===== config.mk =====
export PLATFORM = sky130hd
export DESIGN_NAME = conv_stream_fifo_flat
export DESIGN_NICKNAME = d
export VERILOG_FILES = /design/src/conv_stream_if.sv /design/src/conv_stream_fifo.sv /design/src/flat_wrapper.sv
export SDC_FILE = /design/constraint.sdc
export NUM_CORES = 1
export LEC_CHECK = 0
export ABC_AREA = 1
export BUFFER_PORTS_ARGS = -buffer_cell sky130_fd_sc_hd__buf_2
export CAP_MARGIN = 20
export CELL_PAD_IN_SITES_DETAIL_PLACEMENT = 1
export CELL_PAD_IN_SITES_GLOBAL_PLACEMENT = 1
export CORE_MARGIN = 5
export CORE_UTILIZATION = 37
export DETAILED_ROUTE_END_ITERATION = 6
export GPL_ROUTABILITY_DRIVEN = 0
export PLACE_DENSITY_LB_ADDON = 0.1
export SYNTH_ARGS = -nofsm -noshare
export SYNTH_HDL_FRONTEND = slang
export SYNTH_SLANG_ARGS = --single-unit
export TNS_END_PERCENT = 20

===== constraint.sdc =====
create_clock -name clk -period 2.96 [get_ports clk]
set_input_delay 0.74 -clock clk [delete_from_list [all_inputs] [get_ports clk]]
set_output_delay 0.74 -clock clk [all_outputs]
set_load 0.02 [all_outputs]

===== src/conv_stream_if.sv =====
`timescale 1ns/100ps

interface conv_stream_if #(
  parameter type payload_t = logic
);

  logic     valid;
  logic     ready;
  payload_t data;

  // producer side
  modport src (
    output valid,
    output data,
    input  ready
  );

  // consumer side
  modport dst (
    input  valid,
    input  data,
    output ready
  );

endinterface


===== src/conv_stream_fifo.sv =====
`timescale 1ns/100ps

module conv_stream_fifo #(
  parameter type payload_t = logic,
  parameter int  DEPTH     = 4
) (
  input  logic       clk,
  input  logic       xrst,
  conv_stream_if.dst in,
  conv_stream_if.src out
);

  localparam int AW = (DEPTH > 1) ? $clog2(DEPTH) : 1;

  payload_t      buf_mem [DEPTH];
  logic [AW-1:0] wptr;
  logic [AW-1:0] rptr;
  logic [AW:0]   count;
  logic          push;
  logic          pop;

  assign in.ready  = count < DEPTH;
  assign out.valid = count != '0;
  assign out.data  = buf_mem[rptr];

  assign push = in.valid && in.ready;
  assign pop  = out.valid && out.ready;

  always_ff @(posedge clk)
    if (push)
      buf_mem[wptr] <= in.data;

  //============================
  // pointers and fill level
  //============================

  always_ff @(posedge clk)
    if (!xrst) begin
      wptr  <= '0;
      rptr  <= '0;
      count <= '0;
    end
    else begin
      if (push)
        wptr <= (wptr == AW'(DEPTH - 1)) ? '0 : wptr + 1'b1;
      if (pop)
        rptr <= (rptr == AW'(DEPTH - 1)) ? '0 : rptr + 1'b1;
      case ({push, pop})
        2'b10:   count <= count + 1'b1;
        2'b01:   count <= count - 1'b1;
        default: count <= count;
      endcase
    end

  assert property (@(posedge clk) disable iff (!xrst) count <= DEPTH);

endmodule


===== src/flat_wrapper.sv =====
// flat-port wrapper written by rule: the top's interface ports become plain ports
module conv_stream_fifo_flat 
#(
  parameter type payload_t = logic,
  parameter int  DEPTH     = 4
)
  (clk, xrst, in_valid, in_data, in_ready, out_valid, out_data, out_ready);
  conv_stream_if #(.payload_t(payload_t)) in_i ();
  conv_stream_if #(.payload_t(payload_t)) out_i ();
  input  logic clk;
  input  logic xrst;
  input wire logic [$bits(in_i.valid)-1:0] in_valid;
  input wire logic [$bits(in_i.data)-1:0] in_data;
  output wire logic [$bits(in_i.ready)-1:0] in_ready;
  output wire logic [$bits(out_i.valid)-1:0] out_valid;
  output wire logic [$bits(out_i.data)-1:0] out_data;
  input wire logic [$bits(out_i.ready)-1:0] out_ready;
  assign in_i.valid = in_valid;
  assign in_i.data = in_data;
  assign in_ready = in_i.ready;
  assign out_valid = out_i.valid;
  assign out_data = out_i.data;
  assign out_i.ready = out_ready;
  conv_stream_fifo #(.payload_t(payload_t), .DEPTH(DEPTH)) u_core (.clk(clk), .xrst(xrst), .in(in_i), .out(out_i));
endmodule

* Yosys cells after proc, flatten, opt, wreduce, memory -nomap -nowiden
Memories as Yosys holds them, arrays and structs flattened. A register that Yosys moved wholly into a read port is not among the register bits.
Index checks and enable logic that the tools add are counted.
** Storage, ports and cells
- Word-level logic and storage cells :: 24
- Output and inout port bits :: 3
- Memories kept :: 1
- Register bits after elaboration :: 7
- Bits of input ports :: 5
- RAM bits :: 4
** Cells by class
- Equality and inequality tests :: 4
- Add/sub/neg operators :: 4
- Reductions and logical operators :: 4
- $lt $le $gt $ge :: 1
- Multiplexer cells :: 7
** Memories
- u_core.buf_mem :: depth 4, bits a word 1, rd ports 1, clocked after Yosys merged registers in 1, write ports 1, line conv_stream_fifo.sv:15 : payload_t buf_mem [DEPTH];
** Operator list (number)
- 2-bit 2-to-1 mux :: 4
- 2-bit equality test, second input constant :: 3
- 3-bit case mux with 2 select lines :: 1
- 2-bit by 1-bit adder with 2-bit output, second input constant :: 2
- 3-bit by 1-bit adder with 3-bit output, second input constant :: 1
- 3-bit less-than comparator, second input constant :: 1
- 3-bit nonzero test :: 1
- 3-bit by 1-bit subtractor with 3-bit output, second input constant :: 1
- 2-bit by 1-bit equality test with 1-bit output, second input constant :: 1
- 1-bit logical AND :: 2
- 1-bit 2-to-1 mux :: 2
- 2-bit nonzero test :: 1

* Longest topological paths before layout
- Word-level depth :: 4
- Gate-level depth with buffers :: 13
- Gate-level depth less buffers :: 13

* Worst setup path after synthesis
Ideal clock, no wire load.
- Path kind :: input -> register
- Start :: in out_ready
- End :: reg u_core.count[2]
- Arrival :: 1.695 ns
- Buffers on the path :: 0
- Cell stages on the path :: 11
- Path slack :: 1.156 ns
- Cell sequence :: nand2_2 inv_1 ha_1 inv_1 fa_1 inv_1 nand2_1 nand3_1 nand2_1 inv_1 nor2_1
** On the way
- Cells in the longest elaborated chain, start to end :: 3
- Elaborated cells on any way between the ends :: 5
- Those cells by class :: 2 x eq/ne; 1 x mux; 2 x reduce/logical
** Ends and longest elaborated chain
- from (decl) :: line flat_wrapper.sv:17 : input wire logic [$bits(out_i.ready)-1:0] out_ready;
- 1-bit logical AND (*) :: line conv_stream_fifo.sv:27 : assign pop = out.valid && out.ready;
- named net u_core.pop :: line conv_stream_fifo.sv:20 : logic pop;
- 2-bit by 1-bit equality test with 1-bit output / 2-bit equality test (equally long branches) :: line conv_stream_fifo.sv:48 : case ({push, pop})
- 3-bit case mux with 2 select lines / 2-bit nonzero test (equally long branches)
- to (signal assigned) :: line conv_stream_fifo.sv:49 : 2'b10: count <= count + 1'b1;
- to (signal assigned) :: line conv_stream_fifo.sv:50 : 2'b01: count <= count - 1'b1;
- to (signal assigned) :: line conv_stream_fifo.sv:51 : default: count <= count;
- to (decl) :: line conv_stream_fifo.sv:18 : logic [AW:0] count;
The timed path passes the listed nets; every way through them passes the cells marked *.
A chain may end at the register's enable or synchronous reset.

==> run_results.csv <==
group,metric,value,unit
clock_network,clkSinkCount,13,
sta,fin_crit,1844,ps
sta,setup_slack,1116,ps
grt,use_met3,2.579,%
setup_path,path_max_fanout,3,
clock_network,cts_setup_buffers,0,
drt,wirelength,1.034,mm
worst_hold_path,hp-class,"register to register",
layout,syn_to_final_growth,12.87,%
grt,use_met1,11.68,%
place,io_buffers,7,
pwr,p_leak,0.3414,nW
layout,diodes,0,
place,place_ws,916.5,ps
grt,top_usage_layer,"met2",
sta,tns,0,ps
clock_network,clk_pin_slew,80,ps
die,ios,8,
clock_network,cts_resized,0,
setup_path,crit_slowest_cell,"dfxtp_1",
layout,fin_nets,99,
grt,grt_overflow,0,
grt,grt_pass1_wl,1.849,mm
pwr,p_per_area,888.3,nW/um^2
grt,antenna_found_initial,0,
layout,final_util,42.89,%
outcome,status,"finished clean",
synth,yosys.area_share.simple,19.69,%
job,maxCapViolations,0,
synth,syn-num-nets,87,
synth,synth_compound_area_share,9.357,%
pwr,peakVddDrop,0.2857,mV
place,hpwl,834.2,um
synth,synth_top_family_by_area,"simple AND/OR/NAND/NOR gates",
grt,met2_usage,15.04,%
drt,dr.pass1.iters,4,
synth,synth_xor_area_share,0,%
clock_network,cts_buffer_depth,2,
clock_network,cts_hold_buf,0,
pwr,power,0.0006435,W
sta,whs,534.8,ps
die,coreArea,1689,sq um
sta,fin_worst_skew,1.770,ps
sta,timing.fmax,542.2,MHz
synth,synth_area,641.9,sq um
sta,report.final.hold_viol_count,0,
setup_path,critPathArrivalTime,1100,ps
synth,seq_area_frac_synth,46.78,%
sta,grt_setup_unrepaired,"no",
setup_path,path_class,"register to primary output",
setup_path,crit_path_end_kind,"primary output",
setup_path,worstSetupStartpointType,"register",
layout,drive_gt1_share,18.60,%
die,die_h,51.65,um
layout,most-common-layout-cells,"15 x inv_1, 12 x nor2_1, 9 x dfxtp_1",
synth,synthAdderAreaFrac,14.81,%
die,std_cell_rows,15,
sta,post-route-period-util,62.30,%
synth,synthCells,75,
sta,tightest_slew,161.3,ps
grt,track_usage,9.354,%
clock_network,cts_tree,"done",
clock_network,root_buffer,"clkbuf_4",
drt,drt_iter0_markers,4,
synth,synth.distinct_cells,16,
clock_network,htreeDepth,1,
setup_path,crit_chain,"inv_1 > nor2_1 > nor2_1 > o21ai_0 > o21ai_0 > buf_2",
setup_path,slowest_delay,340,ps
die,start_util,38.00,%
sta,drv_slew,0,
drt,ant_nets,0,
grt,grt_pass1_vias,464,
clock_network,insertion_delay,270,ps
synth,synthMuxAreaShare,0,%
drt,post_drt_wl_per_cell,10.04,um
synth,avgSynthCellArea,8.558,sq um
layout,final_common_cell,"inv_1",
die,die_w,51.65,um
synth,yosysWarnings,0,
drt,via_per_inst,4.544,
synth,synth-seq-cells,13,
drt,drc,0,
sta,relSlewSlack,89.23,%
setup_path,cp.required,2220,ps
die,die-area,2668,sq um
sta,final-setup-viol-count,0,
grt,grt_max_degree,10,
clock_network,cts_buffers,3,
drt,vias,468,
synth_stat cells:
library cell | number | share of area (%)
nand3_1 | 1 | 0.78
nand4_1 | 1 | 0.98
inv_2 | 1 | 0.58
nor2_1 | 12 | 7.0
inv_1 | 15 | 8.8
nand2_1 | 7 | 4.1
nand2_2 | 2 | 1.9
dfxtp_1 | 9 | 28
o21ai_0 | 7 | 5.5
a21oi_1 | 5 | 3.9
nor2_2 | 2 | 1.9
nand2_4 | 1 | 1.8
nand3b_1 | 1 | 1.2
edfxtp_1 | 4 | 19
ha_1 | 6 | 12
fa_1 | 1 | 3.1
critical path, delay by kind of cell (launching register included):
family | cells | cell delay, ps
AND/OR/NAND/NOR | 2 | 120
buffers and inverters | 2 | 210
flip-flops | 1 | 340
AO/OA/AOI/OAI | 2 | 160
report_power, final:
group / switching, W / total (W) / leakage (nW) / internal, W
logic: 0.000173 / 0.000270 / 0.215 / 0.0000971
clock network: 0.0000573 / 0.000109 / 0.0150 / 0.0000521
registers: 0.0000311 / 0.000264 / 0.111 / 0.000233
routing by layer:
metal	wire, um	part of all wire (%)
met2	461	45
met1	521	50
met4	12	1.2
met3	39	3.8
met5	0	0
cell type report:
type | instances | area [sq um]
repair buffers | 7 | 35.03
inverters | 16 | 60.06
multi-input cells | 46 | 281.5
flip-flops and latches | 13 | 300.3
clock buffers | 4 | 26.28
fillers | 214 | 964.7
well taps | 17 | 21.27
cells by family after synthesis:
| logic type | Yosys count |
|---|---|
| fa+ha+maj | 7 |
| compound gates | 12 |
| buf+inv | 16 |
| flops | 13 |
| simple gates | 27 |
final timing paths:
kind | startpoint | endpoint | slack, ps | cells after the start
setup / recovery | register | out_data | 1120 | 6
hold / removal | u_core.rptr[1] | u_core.rptr[1] | 530 | 2
setup reg to reg | u_core.count[2] | u_core.count[2] | 1240 | 12
hold reg to reg | u_core.rptr[1] | u_core.rptr[1] | 530 | 2
through the flow:
stage               instance area (sq um)  std cells
global route                        724.4        103
detailed placement                  698.2         99
CTS                                 724.4        103
finish                              724.4        103
global placement                    698.2         99
floorplan                           641.9         75
No activity file was read; power rests on OpenSTA's default activity.
